### config.mk
export PLATFORM = sky130hd
export DESIGN_NAME = aluTop
export DESIGN_NICKNAME = d
export VERILOG_FILES = /design/src/aluFlagPkg.sv /design/src/aluOpPkg.sv /design/src/aluTop.sv /design/src/aluRetire.sv /design/src/aluLogicMove.sv /design/src/condEval.sv /design/src/aluAdder.sv /design/src/aluDecode.sv
export VERILOG_INCLUDE_DIRS = /design/src
export SDC_FILE = /design/constraint.sdc
export NUM_CORES = 1
export LEC_CHECK = 0
export BUFFER_PORTS_ARGS = -buffer_cell sky130_fd_sc_hd__buf_4
export CAP_MARGIN = 20
export CORE_ASPECT_RATIO = 1.4
export CORE_MARGIN = 2
export CORE_UTILIZATION = 45
export CTS_CLUSTER_DIAMETER = 80
export DETAILED_ROUTE_END_ITERATION = 8
export GPL_ROUTABILITY_DRIVEN = 0
export PLACE_DENSITY = 0.66
export SLEW_MARGIN = 20
export SYNTH_ARGS = -nofsm -noshare
export SYNTH_HDL_FRONTEND = slang
export SYNTH_SLANG_ARGS = --single-unit
### constraint.sdc
create_clock -name clk -period 5.1 [get_ports clk]
set_clock_uncertainty 0.15 [all_clocks]
set_input_delay 0 -clock clk [delete_from_list [all_inputs] [get_ports clk]]
set_output_delay 0 -clock clk [all_outputs]
set_load 0.01 [all_outputs]
### src/alu_macros.svh
// ALU stage widths and retire status encodings
`ifndef ALU_MACROS_SVH
`define ALU_MACROS_SVH

// operand and result width
`define ALU_DATA_W 64

// c o a s z p
`define ALU_FLAG_W 6

`define ALU_COND_W 4 // condition code, bit 0 inverts

// opcode and operation width fields
`define ALU_OPC_W 4
`define ALU_OPW_W 2

// retire status
`define ALU_ST_W 2
`define ALU_ST_IDLE 2'd0
`define ALU_ST_FAULT 2'd1
`define ALU_ST_DONE 2'd2

`endif
### src/aluFlagPkg.sv
// flag word, condition code and retire record types for the ALU
`include "alu_macros.svh"

package aluFlagPkg;

  typedef struct packed {
    logic c;
    logic o;
    logic a;
    logic s;
    logic z;
    logic p;
  } aluFlags_t;

  // adder side of the flag word
  typedef struct packed {
    logic c;
    logic o;
    logic a;
  } arithFlags_t;

  // pairs, odd code is the inverse
  typedef enum logic [`ALU_COND_W-1:0] {
    eq, ne,   // Z
    neg, pos, // S
    ult, uge, // C
    ule, ugt, // C | Z
    slt, sge, // S ^ O
    sle, sgt, // (S ^ O) | Z
    ovf, nov, // O
    par, npar // P
  } condCode_e;

  typedef enum logic [`ALU_ST_W-1:0] {
    idle  = `ALU_ST_IDLE,
    fault = `ALU_ST_FAULT,
    done  = `ALU_ST_DONE
  } retStatus_e;

  typedef struct packed {
    retStatus_e status;
    logic setsFlags;
    aluFlags_t flags;
  } retData_t;

endpackage

### src/aluOpPkg.sv
// operation, opcode, width and unit class types for the ALU
`include "alu_macros.svh"

package aluOpPkg;

  typedef logic [`ALU_DATA_W-1:0] dataWord_t;

  typedef enum logic [`ALU_OPC_W-1:0] {
    add, sub,
    andOp, andNot, orOp, xorOp, xnorOp,
    mov, zext, sext,
    cmov, cset
  } opcode_e;

  typedef enum logic [`ALU_OPW_W-1:0] {
    w8, w16, w32, w64
  } opWidth_e;

  typedef struct packed {
    opcode_e opcode;
    opWidth_e width;
    aluFlagPkg::condCode_e cond;
    logic setFlags;
  } aluOp_t;

  // one unit bit per op, plus flag write
  typedef struct packed {
    logic arith;
    logic logical;
    logic move;
    logic cond;
    logic writesFlags;
  } opClass_t;

  // 64 whole, 32 zero-extended, 8/16 merge into keep
  function automatic dataWord_t applyWidth(
    input opWidth_e width,
    input dataWord_t keep,
    input dataWord_t res
  );
    dataWord_t merged;
    case (width)
      w8:      merged = {keep[63:8], res[7:0]};
      w16:     merged = {keep[63:16], res[15:0]};
      w32:     merged = {32'b0, res[31:0]};
      default: merged = res;
    endcase
    return merged;
  endfunction

endpackage

### src/aluTop.sv
// ALU stage top level: decode, adder, logic/move unit and retire register
`timescale 1ns/1ps

module aluTop (
  input  logic clk,
  input  logic rst,
  input  aluOpPkg::aluOp_t op,
  input  aluOpPkg::dataWord_t val1,
  input  aluOpPkg::dataWord_t val2,
  input  aluFlagPkg::aluFlags_t condFlags,
  input  logic dataEn,
  input  logic thread,
  input  logic except,
  input  logic exceptThread,
  input  logic error,
  output aluOpPkg::dataWord_t result,
  output aluFlagPkg::retData_t retData,
  output logic retEn
);

  aluOpPkg::opClass_t opClass;
  aluOpPkg::dataWord_t arithResult;
  aluOpPkg::dataWord_t lmResult;
  aluFlagPkg::arithFlags_t arithFlags;

  aluDecode uDecode (
    .op      (op),
    .opClass (opClass)
  );

  aluAdder uAdder (
    .op          (op),
    .opClass     (opClass),
    .val1        (val1),
    .val2        (val2),
    .arithResult (arithResult),
    .arithFlags  (arithFlags)
  );

  aluLogicMove uLogicMove (
    .op        (op),
    .opClass   (opClass),
    .val1      (val1),
    .val2      (val2),
    .condFlags (condFlags),
    .lmResult  (lmResult)
  );

  aluRetire uRetire (
    .clk          (clk),
    .rst          (rst),
    .opClass      (opClass),
    .width        (op.width),
    .arithResult  (arithResult),
    .lmResult     (lmResult),
    .arithFlags   (arithFlags),
    .dataEn       (dataEn),
    .error        (error),
    .thread       (thread),
    .except       (except),
    .exceptThread (exceptThread),
    .result       (result),
    .retData      (retData),
    .retEn        (retEn)
  );

endmodule

### src/aluRetire.sv
// ALU retire stage: registers the result, builds flags, status and retire enable
`timescale 1ns/1ps
`include "alu_macros.svh"

module aluRetire (
  input  logic clk,
  input  logic rst,
  input  aluOpPkg::opClass_t opClass,
  input  aluOpPkg::opWidth_e width,
  input  aluOpPkg::dataWord_t arithResult,
  input  aluOpPkg::dataWord_t lmResult,
  input  aluFlagPkg::arithFlags_t arithFlags,
  input  logic dataEn,
  input  logic error,
  input  logic thread,
  input  logic except,
  input  logic exceptThread,
  output aluOpPkg::dataWord_t result,
  output aluFlagPkg::retData_t retData,
  output logic retEn
);

  aluOpPkg::dataWord_t resReg;
  aluOpPkg::opClass_t classReg;
  aluOpPkg::opWidth_e widthReg;
  aluFlagPkg::arithFlags_t arithFlagsReg;
  logic dataEnReg;
  logic errorReg;
  logic exceptD1;
  logic exceptThreadD1;
  logic inhibit;
  logic inhibitReg;
  logic signBit;
  logic zeroBit;
  logic setsFlags;
  logic [`ALU_FLAG_W-1:0] flagMask;

  // exception on this thread now or one cycle back
  assign inhibit = (except & (exceptThread == thread)) |
                   (exceptD1 & (exceptThreadD1 == thread));

  always_ff @(posedge clk)
  begin
    if (rst)
    begin
      resReg <= '0;
      classReg <= '0;
      dataEnReg <= 1'b0;
      errorReg <= 1'b0;
      exceptD1 <= 1'b0;
      inhibitReg <= 1'b0;
    end
    else
    begin
      resReg <= opClass.arith ? arithResult : lmResult;
      classReg <= opClass;
      dataEnReg <= dataEn;
      errorReg <= error;
      exceptD1 <= except;
      inhibitReg <= inhibit;
    end
  end

  always_ff @(posedge clk)
  begin
    widthReg <= width;
    arithFlagsReg <= arithFlags; // zero for logic ops, adder idle
    exceptThreadD1 <= exceptThread;
  end

  always_comb
  begin
    case (widthReg)
      aluOpPkg::w8:
      begin
        signBit = resReg[7];
        zeroBit = (resReg[7:0] == '0);
      end
      aluOpPkg::w16:
      begin
        signBit = resReg[15];
        zeroBit = (resReg[15:0] == '0);
      end
      aluOpPkg::w32:
      begin
        signBit = resReg[31];
        zeroBit = (resReg[31:0] == '0);
      end
      default:
      begin
        signBit = resReg[63];
        zeroBit = (resReg == '0);
      end
    endcase
  end

  assign setsFlags = classReg.writesFlags & dataEnReg & ~errorReg;
  assign flagMask = {`ALU_FLAG_W{setsFlags}};

  assign result = resReg;
  assign retData.status = errorReg ? aluFlagPkg::fault :
                          (dataEnReg ? aluFlagPkg::done : aluFlagPkg::idle);
  assign retData.setsFlags = setsFlags;
  // even parity of the low byte
  assign retData.flags = aluFlagPkg::aluFlags_t'(
    {arithFlagsReg, signBit, zeroBit, ~^resReg[7:0]} & flagMask);
  assign retEn = dataEnReg & ~inhibitReg;

  rstQuiet: assert property (@(posedge clk) rst |=> !retEn)
    else $error("retEn high in the cycle after reset");

  faultNoFlags: assert property (@(posedge clk) disable iff (rst)
    retData.status == aluFlagPkg::fault |-> !retData.setsFlags)
    else $error("flags written on a faulting op");

endmodule

### src/aluLogicMove.sv
// ALU logic and move unit: bitwise ops, moves, extends, cmov and cset
`timescale 1ns/1ps
`include "alu_macros.svh"

module aluLogicMove (
  input  aluOpPkg::aluOp_t op,
  input  aluOpPkg::opClass_t opClass,
  input  aluOpPkg::dataWord_t val1,
  input  aluOpPkg::dataWord_t val2,
  input  aluFlagPkg::aluFlags_t condFlags,
  output aluOpPkg::dataWord_t lmResult
);

  aluOpPkg::dataWord_t logicVal;
  aluOpPkg::dataWord_t zextVal;
  aluOpPkg::dataWord_t sextVal;
  aluOpPkg::dataWord_t moveVal;
  logic taken;

  condEval uCond (
    .flags (condFlags),
    .cond  (op.cond),
    .taken (taken)
  );

  always_comb
  begin
    case (op.opcode)
      aluOpPkg::andOp:  logicVal = val1 & val2;
      aluOpPkg::andNot: logicVal = val1 & ~val2;
      aluOpPkg::orOp:   logicVal = val1 | val2;
      aluOpPkg::xorOp:  logicVal = val1 ^ val2;
      default:          logicVal = ~(val1 ^ val2); // xnor
    endcase
  end

  // extends fill the whole register from the low op-width bits of val2
  always_comb
  begin
    case (op.width)
      aluOpPkg::w8:
      begin
        zextVal = {56'b0, val2[7:0]};
        sextVal = {{56{val2[7]}}, val2[7:0]};
      end
      aluOpPkg::w16:
      begin
        zextVal = {48'b0, val2[15:0]};
        sextVal = {{48{val2[15]}}, val2[15:0]};
      end
      aluOpPkg::w32:
      begin
        zextVal = {32'b0, val2[31:0]};
        sextVal = {{32{val2[31]}}, val2[31:0]};
      end
      default:
      begin
        zextVal = val2;
        sextVal = val2;
      end
    endcase
  end

  always_comb
  begin
    case (op.opcode)
      aluOpPkg::zext: moveVal = zextVal;
      aluOpPkg::sext: moveVal = sextVal;
      default:        moveVal = aluOpPkg::applyWidth(op.width, val1, val2);
    endcase
  end

  always_comb
  begin
    lmResult = '0;
    if (opClass.logical)
      lmResult = aluOpPkg::applyWidth(op.width, val1, logicVal);
    else if (opClass.move)
      lmResult = moveVal;
    else if (opClass.cond && op.opcode == aluOpPkg::cmov)
      lmResult = taken ? val2 : val1; // always full width
    else if (opClass.cond)
      lmResult = {{(`ALU_DATA_W-1){1'b0}}, taken};
  end

  always_comb
  begin
    if (opClass.cond && op.opcode == aluOpPkg::cset)
    begin
      assert ((lmResult >> 1) == '0)
        else $error("cset result not 0 or 1");
    end
  end

endmodule

### src/condEval.sv
// condition evaluation of a condition code against a flag word
`timescale 1ns/1ps

module condEval (
  input  aluFlagPkg::aluFlags_t flags,
  input  aluFlagPkg::condCode_e cond,
  output logic taken
);

  logic base;
  logic signedLt;

  assign signedLt = flags.s ^ flags.o;

  // first condition of each pair
  always_comb
  begin
    case (cond)
      aluFlagPkg::eq,
      aluFlagPkg::ne:
        base = flags.z;
      aluFlagPkg::neg,
      aluFlagPkg::pos:
        base = flags.s;
      aluFlagPkg::ult,
      aluFlagPkg::uge:
        base = flags.c; // c is borrow after sub
      aluFlagPkg::ule,
      aluFlagPkg::ugt:
        base = flags.c | flags.z;
      aluFlagPkg::slt,
      aluFlagPkg::sge:
        base = signedLt;
      aluFlagPkg::sle,
      aluFlagPkg::sgt:
        base = signedLt | flags.z;
      aluFlagPkg::ovf,
      aluFlagPkg::nov:
        base = flags.o;
      default:
        base = flags.p;
    endcase
  end

  assign taken = base ^ cond[0]; // odd codes invert

endmodule

### src/aluAdder.sv
// ALU adder: width-aware add/subtract with carry, overflow and nibble carry
`timescale 1ns/1ps
`include "alu_macros.svh"

module aluAdder (
  input  aluOpPkg::aluOp_t op,
  input  aluOpPkg::opClass_t opClass,
  input  aluOpPkg::dataWord_t val1,
  input  aluOpPkg::dataWord_t val2,
  output aluOpPkg::dataWord_t arithResult,
  output aluFlagPkg::arithFlags_t arithFlags
);

  aluOpPkg::dataWord_t opA;
  aluOpPkg::dataWord_t opB;
  aluOpPkg::dataWord_t sum;
  aluOpPkg::dataWord_t carryIn; // carry into each bit
  logic isSub;
  logic carryTop;
  logic carryOut;
  logic carryMsb;

  // operands forced to zero when another unit owns the op
  assign isSub = opClass.arith & (op.opcode == aluOpPkg::sub);
  assign opA = opClass.arith ? val1 : '0;
  assign opB = opClass.arith ? (val2 ^ {`ALU_DATA_W{isSub}}) : '0;

  assign {carryTop, sum} = {1'b0, opA} + {1'b0, opB} + {{`ALU_DATA_W{1'b0}}, isSub};
  assign carryIn = sum ^ opA ^ opB;

  // carry out of and into the top bit at the op width
  always_comb
  begin
    case (op.width)
      aluOpPkg::w8:
      begin
        carryOut = carryIn[8];
        carryMsb = carryIn[7];
      end
      aluOpPkg::w16:
      begin
        carryOut = carryIn[16];
        carryMsb = carryIn[15];
      end
      aluOpPkg::w32:
      begin
        carryOut = carryIn[32];
        carryMsb = carryIn[31];
      end
      default:
      begin
        carryOut = carryTop;
        carryMsb = carryIn[63];
      end
    endcase
  end

  assign arithFlags.c = carryOut ^ isSub; // borrow on sub
  assign arithFlags.o = carryOut ^ carryMsb;
  assign arithFlags.a = carryIn[4] ^ isSub;

  assign arithResult = aluOpPkg::applyWidth(op.width, opA, sum);

endmodule

### src/aluDecode.sv
// ALU decode: opcode to one-hot unit class and flag write enable
`timescale 1ns/1ps

module aluDecode (
  input  aluOpPkg::aluOp_t op,
  output aluOpPkg::opClass_t opClass
);

  logic legal;

  // opcodes past cset are unused
  assign legal = (op.opcode <= aluOpPkg::cset);

  always_comb
  begin
    opClass = '0;
    case (op.opcode)
      aluOpPkg::add,
      aluOpPkg::sub:
        opClass.arith = 1'b1;
      aluOpPkg::andOp,
      aluOpPkg::andNot,
      aluOpPkg::orOp,
      aluOpPkg::xorOp,
      aluOpPkg::xnorOp:
        opClass.logical = 1'b1;
      aluOpPkg::mov,
      aluOpPkg::zext,
      aluOpPkg::sext:
        opClass.move = 1'b1;
      aluOpPkg::cmov,
      aluOpPkg::cset:
        opClass.cond = 1'b1;
      default: ; // unused opcodes select nothing
    endcase
    // only adder and logic results produce flags
    opClass.writesFlags = op.setFlags & (opClass.arith | opClass.logical);
  end

  always_comb
  begin
    if (legal)
    begin
      assert ($onehot({opClass.arith, opClass.logical, opClass.move, opClass.cond}))
        else $error("decode class not one-hot for opcode %0d", op.opcode);
    end
  end

endmodule

# [Word level (Yosys, flattened, before mapping)]
# Index checks and enable logic that the tools add are counted.
[totals] register_bits=75 output_inout_bits=74 wordCells=118
[classes] add_sub_neg=2 eq_ne=30 mux=26 bitwise=28 n_reduce_logical=21
[op_table] operator="$pmux W64 S3" n=5
[op_table] operator="$mux W64" n=7
[op_table] operator="$pmux W64 S4" n=1
[op_table] operator="$xor A64 B64 Y64" n=4
[op_table] operator="$and A64 B64 Y64" n=2
[op_table] operator="$not A64 Y64" n=2
[op_table] operator="$pmux W64 S2" n=1
[op_table] operator="$add A64 B64 Y65" n=1
[op_table] operator="$add A65 B1 Y65" n=1
[op_table] operator="$logic_not A64 Y1" n=1
[op_table] operator="$or A64 B64 Y64" n=1
[op_table] operator="$eq A4 B4 Y1 const B" n=10
[op_table] operator="$eq A4 B3 Y1 const B" n=8
[op_table] operator="$logic_not A32 Y1" n=1
[op_table] operator="$reduce_or A2 Y1" n=9
[op_table] operator="$eq A4 B2 Y1 const B" n=4
[op_table] operator="$logic_not A16 Y1" n=1
[op_table] operator="$pmux W1 S3" n=4
[op_table] operator="$eq A4 B1 Y1 const B" n=2
[op_table] operator="$logic_not A4 Y1" n=2
[op_table] operator="$logic_not A8 Y1" n=1
[op_table] operator="$reduce_xnor A8 Y1" n=1
[op_table] operator="$and A1 B1 Y1" n=7
[op_table] operator="$pmux W1 S7" n=1
[op_table] operator="other kinds (13)" n=30

# [Logic depth before layout (Yosys ltp)]
[depth] word_depth=12 ltp_mapped=19 depth_no_buf=14

# [Cells and area by module]
# Synthesis repeated with hierarchy kept, for this count alone.
[unflattened] hier_cells=2268 hier_area_um2=16236.8
[modules_own_cells] mod="aluLogicMove" n_inst=1 cells_each=1070 area_per_inst_um2=7140.6
[modules_own_cells] mod="aluAdder" n_inst=1 cells_each=898 area_per_inst_um2=6078.3
[modules_own_cells] mod="aluRetire" n_inst=1 cells_each=278 area_per_inst_um2=2867.8
[modules_own_cells] mod="condEval" n_inst=1 cells_each=12 area_per_inst_um2=80.1
[modules_own_cells] mod="aluDecode" n_inst=1 cells_each=10 area_per_inst_um2=70.1

# [Worst setup path after synthesis]
# OpenSTA, ideal clock, no wires.
[synth_path] path_type="input-to-reg" startpoint="in op[7] (netlist bit)" endpoint="reg uRetire.resReg[62], in the netlist uRetire.result[62]" setup_ns=0.070 t_arrival_ns=4.171 required_ns=4.880 path_slack_ns=0.709 cell_stages=18 n_path_buf=4 path_cell_list="buf_2 > buf_2 > buf_2 > buf_2 > xor2_1 > nand2_1 > fa_1 > fa_1 > and2b_1 > o2111ai_1 > a211oi_2 > o311ai_4 > o32ai_4 > a31oi_4 > o21ai_4 > nand4_1 > a211o_1 > a21oi_1"
[synth_between] elab_chain_cells=10 word_cells_on_any_way=35 cone_classes="add/sub (2); eq/ne (11); mux (14); bitwise (2); reduce/logical (6)"
[synth_rtl] element="start, declared" line_no="aluTop.sv:7" text="input aluOpPkg::aluOp_t op,"
[synth_rtl] element="$eq A4 B1 Y1 or $logic_not A4 Y1 (tied branches)" line_no="aluAdder.sv:24, aluDecode.sv:17"
[synth_rtl] element="$reduce_or A2 Y1" line_no="aluDecode.sv:17" text="case (op.opcode)"
[synth_rtl] element="$mux W1" line_no="aluDecode.sv:17"
[synth_rtl] element="$and A1 B1 Y1" line_no="aluAdder.sv:24" text="assign isSub = opClass.arith & (op.opcode == aluOpPkg::sub);"
[synth_rtl] element="$xor A64 B64 Y64" line_no="aluAdder.sv:26" text="assign opB = opClass.arith ? (val2 ^ {`ALU_DATA_W{isSub}}) : '0;"
[synth_rtl] element="$mux W64" line_no="aluAdder.sv:26"
[synth_rtl] element="$add A64 B64 Y65" line_no="aluAdder.sv:28" text="assign {carryTop, sum} = {1'b0, opA} + {1'b0, opB} + {{`ALU_DATA_W{1'b0}}, isSub};"
[synth_rtl] element="$add A65 B1 Y65" line_no="aluAdder.sv:28"
[synth_rtl] element="$pmux W64 S3" line_no="aluOpPkg.sv:42" text="case (width)"
[synth_rtl] element="$mux W64 (*)" line_no="aluRetire.sv:55" text="resReg <= opClass.arith ? arithResult : lmResult;"
[synth_rtl] element="end signal, assigned" line_no="aluRetire.sv:55"
[synth_rtl] element="end, declared" line_no="aluRetire.sv:23" text="aluOpPkg::dataWord_t resReg;"
# Every way passes the cells marked *; elsewhere a longest branch is shown, timed or not.
# A chain may end at the register's enable or synchronous reset.

# [Worst setup path in the final report]
[layout_path] startpoint="in op[7] (netlist bit)" endpoint="reg uRetire.resReg[32], in the netlist uRetire.result[32]"
# Same word-level chain as after synthesis.

==> reports/metrics.yaml <==
status:
  status: "finished, violations left"
  violations: "hold timing"
floorplanning:
  pin_count: 226
  die-area_sq_um: 32800
  initial_core_util_pct: 45.8
  fp.dieH_um: 213
  rows: 76
  core_area_sq_um: 30800
  die_x_um: 154
timing:
  rsz0062_at_grt: "no"
  final-max-slew-violation-count: 0
  fin_crit_sh_pct: 91.3
  final-hold-violation-count: 1
  setup_ws_ns: 0.446
  fin_tns_setup_ns: 0
  finalSetupViolCount: 0
  whs_ns: -0.00922
  min_period_ns: 4.65
  fmax_mhz: 215
  worstMarginPinSlew_ns: 1.21
  slew_headroom_pct: 18.7
global_routing:
  grt_pass1_wl_mm: 89.8
  grtUsageTotal_pct: 34.2
  grt_max_degree: 111
  antenna_found_initial: 5
  overflow: 0
  grt_pass1_vias: 17100
routing:
  wl_per_cell_um: 21.3
  vias_per_cell: 6.42
  drc: 0
  drt.antenna.violating_nets: 0
  postRouteWirelength_mm: 59.0
  first_pass_iters: 8
  drtIter0Drc: 1780
  vias: 17800
synthesis:
  synth_edf_count: 0
  synth_area_sq_um: 14100
  synth_seq_area_share_pct: 10.6
  ys_ff_latch: 75
  synth_area_leaders: "ha_1, dfxtp_1, o21ai_0"
  yosys.area.top_type: "ha_1"
  synth_ff_type: "dfxtp_1"
  synth.distinct_cells: 94
  yosys-top-cells-count: "nor2_1, o21ai_0, nand2_1"
  synthCells: 2165
  synthArstFlopShare_pct: 0
  synth_top_area_share_pct: 11.6
  yosysMostFrequentCell: "nor2_1"
  yosysWarnings: 0
  syn_nets: 2450
  avgSynthCellArea_sq_um: 6.51
worst_hold_path:
  hold_start: "val2[8]"
  hold_class: "primary input to flip-flop"
power:
  comb_power_share_pct: 49.2
  p_int_mw: 1.60
  switching_share_pct: 41.8
  p_clk_share_pct: 26.4
  ir_worst_vdd_mv: 0.171
  p_seq_share_pct: 24.4
  leakage_nw: 7.69
  p_sw_mw: 1.15
  cellPowerDensity_nw_per_um2: 159
finish:
  nFillCells: 3009
  final_util_pct: 56.4
  layout.nets: 2659
  drive_gt1_share_pct: 13.7
  area_growth_pct: 23.2
  stdcell_area_sq_um: 17400
setup_path:
  r2r_slack_ns: 3.51
  cp_slowest_cell: "dlygate4sd3_1"
  start_kind: "primary input"
  required_ns: 5.22
  cp-end-kind: "flip-flop"
  crit_chain: "dlygate4sd3_1, buf_4, buf_12, xor2_1, and2_1, ha_1, a21oi_1, o22ai_1, or2_2, o2111ai_1, nand2_1, a21boi_1, xor2_1, o22ai_1, a221oi_1, nor2_1, dlygate4sd3_1"
  critPathMaxFanout: 51
  critical_path.startpoint: "op[7]"
  rr_startpoint: "uRetire.exceptThreadD1"
  worst-setup-path-type: "primary input to flip-flop"
  worstPathArrival_ns: 4.78
  critPathMaxStageDelay_ns: 0.57
placed_design:
  place_area_sq_um: 16000
  io_buffers: 224
  hpwl_mm: 41.3
  pre_cts_ws_ns: 0.873
clock_tree:
  cts-resized-gates: 0
  clkTransAtPathRegs_ns: 0.07
  clock-sinks: 75
  htreeDepth: 3
  cts.path.max_buffers: 2
  cts_buffers: 9
  clock_latency_ns: 0.39
  cts-root-buf: "clkbuf_16"
  cts_tree: "built"
job:
  max-cap-violations: 0
-- worst max-delay path: cells and delay by family --
kind | cells | cell delay (ns)
simple gates | 4 | 0.74
xor+xnor | 2 | 0.51
fa+ha+maj | 1 | 0.29
compound gates | 6 | 1.59
buf+inv | 4 | 1.60
-- metal layers --
layer  global-route usage [%]  vias to the layer above  wire (um)
li1                         -                     8233          -
met1                     38.9                     8250      21800
met2                     60.0                     1084      28300
met3                     4.93                      250       5300
met4                     22.2                        0       3700
met5                        0                        -          0
-- area by class of cell --
cell class	instances	area, sq um	share of cell area (%)
clock inverters	6	72.6	0.418
multi-input cells	1757	11300	65.3
clock buffers	10	239	1.38
diodes	5	12.5	0.0720
flip-flops and latches	75	1500	8.64
well taps	390	488	2.81
inverters	160	601	3.46
repair buffers	371	3110	17.9
-- cells in the final DEF, fill, tap and decap left out, drive strengths merged, types with 45 or more instances in the layout --
cell           n
o21ai        227
dlygate4sd3  109
xnor2        105
nor2         270
nand2        219
buf          262
dfxtp         75
ha           131
o221ai        45
inv          161
a21oi        218
-- flip-flops by register name, summed over array words and instances, names as in the netlist --
name and count:
uRetire.exceptThreadD1 1, uRetire.inhibitReg 1, uRetire.arithFlagsReg 3, uRetire.widthReg 2, uRetire.classReg 1, uRetire.dataEnReg 1, uRetire.result 64, uRetire.errorReg 1
uRetire.exceptD1 1
-- path summary, 6_finish.rpt --
path                                           end  depth (start not counted)
worst max-delay path            uRetire.result[32]                         17
worst min-delay path             uRetire.result[8]                          5
worst max register to register  uRetire.inhibitReg                          4
worst min register to register  uRetire.inhibitReg                          3
-- power by group through the flow --
stage	combinational, mW	sequential, mW	clock [mW]
5_1_grt	1.46	0.676	0.754
4_1_cts	1.32	0.671	0.733
3_3_place_gp	1.20	0.684	0
2_1_floorplan	0.764	0.690	0
6_report	1.36	0.672	0.728
3_5_place_dp	1.23	0.684	0
-- cell families after synthesis --
family	count (synthesis)	share of synthesized area [%]
simple gates	662	21.1
flops	75	10.6
fa+ha+maj	133	11.9
xor+xnor	141	8.76
buf+inv	333	9.34
compound gates	792	36.1
mux	29	2.17
-- per-stage QoR --
stage	hold slack, ns	std cells	power, mW
floorplan	-0.122	2165	1.45
detailed placement	-0.0258	2644	1.91
global route	0.0229	2774	2.89
global placement	-0.0276	2644	1.89
CTS	0.00148	2769	2.73
finish	-0.00922	2774	2.75
-- timing repair --
action	in CTS	in global routing
setup buffers	0	0
endpoints found under the hold margin	69	0
hold buffers	109	0
(Power assumes the default switching activity.)
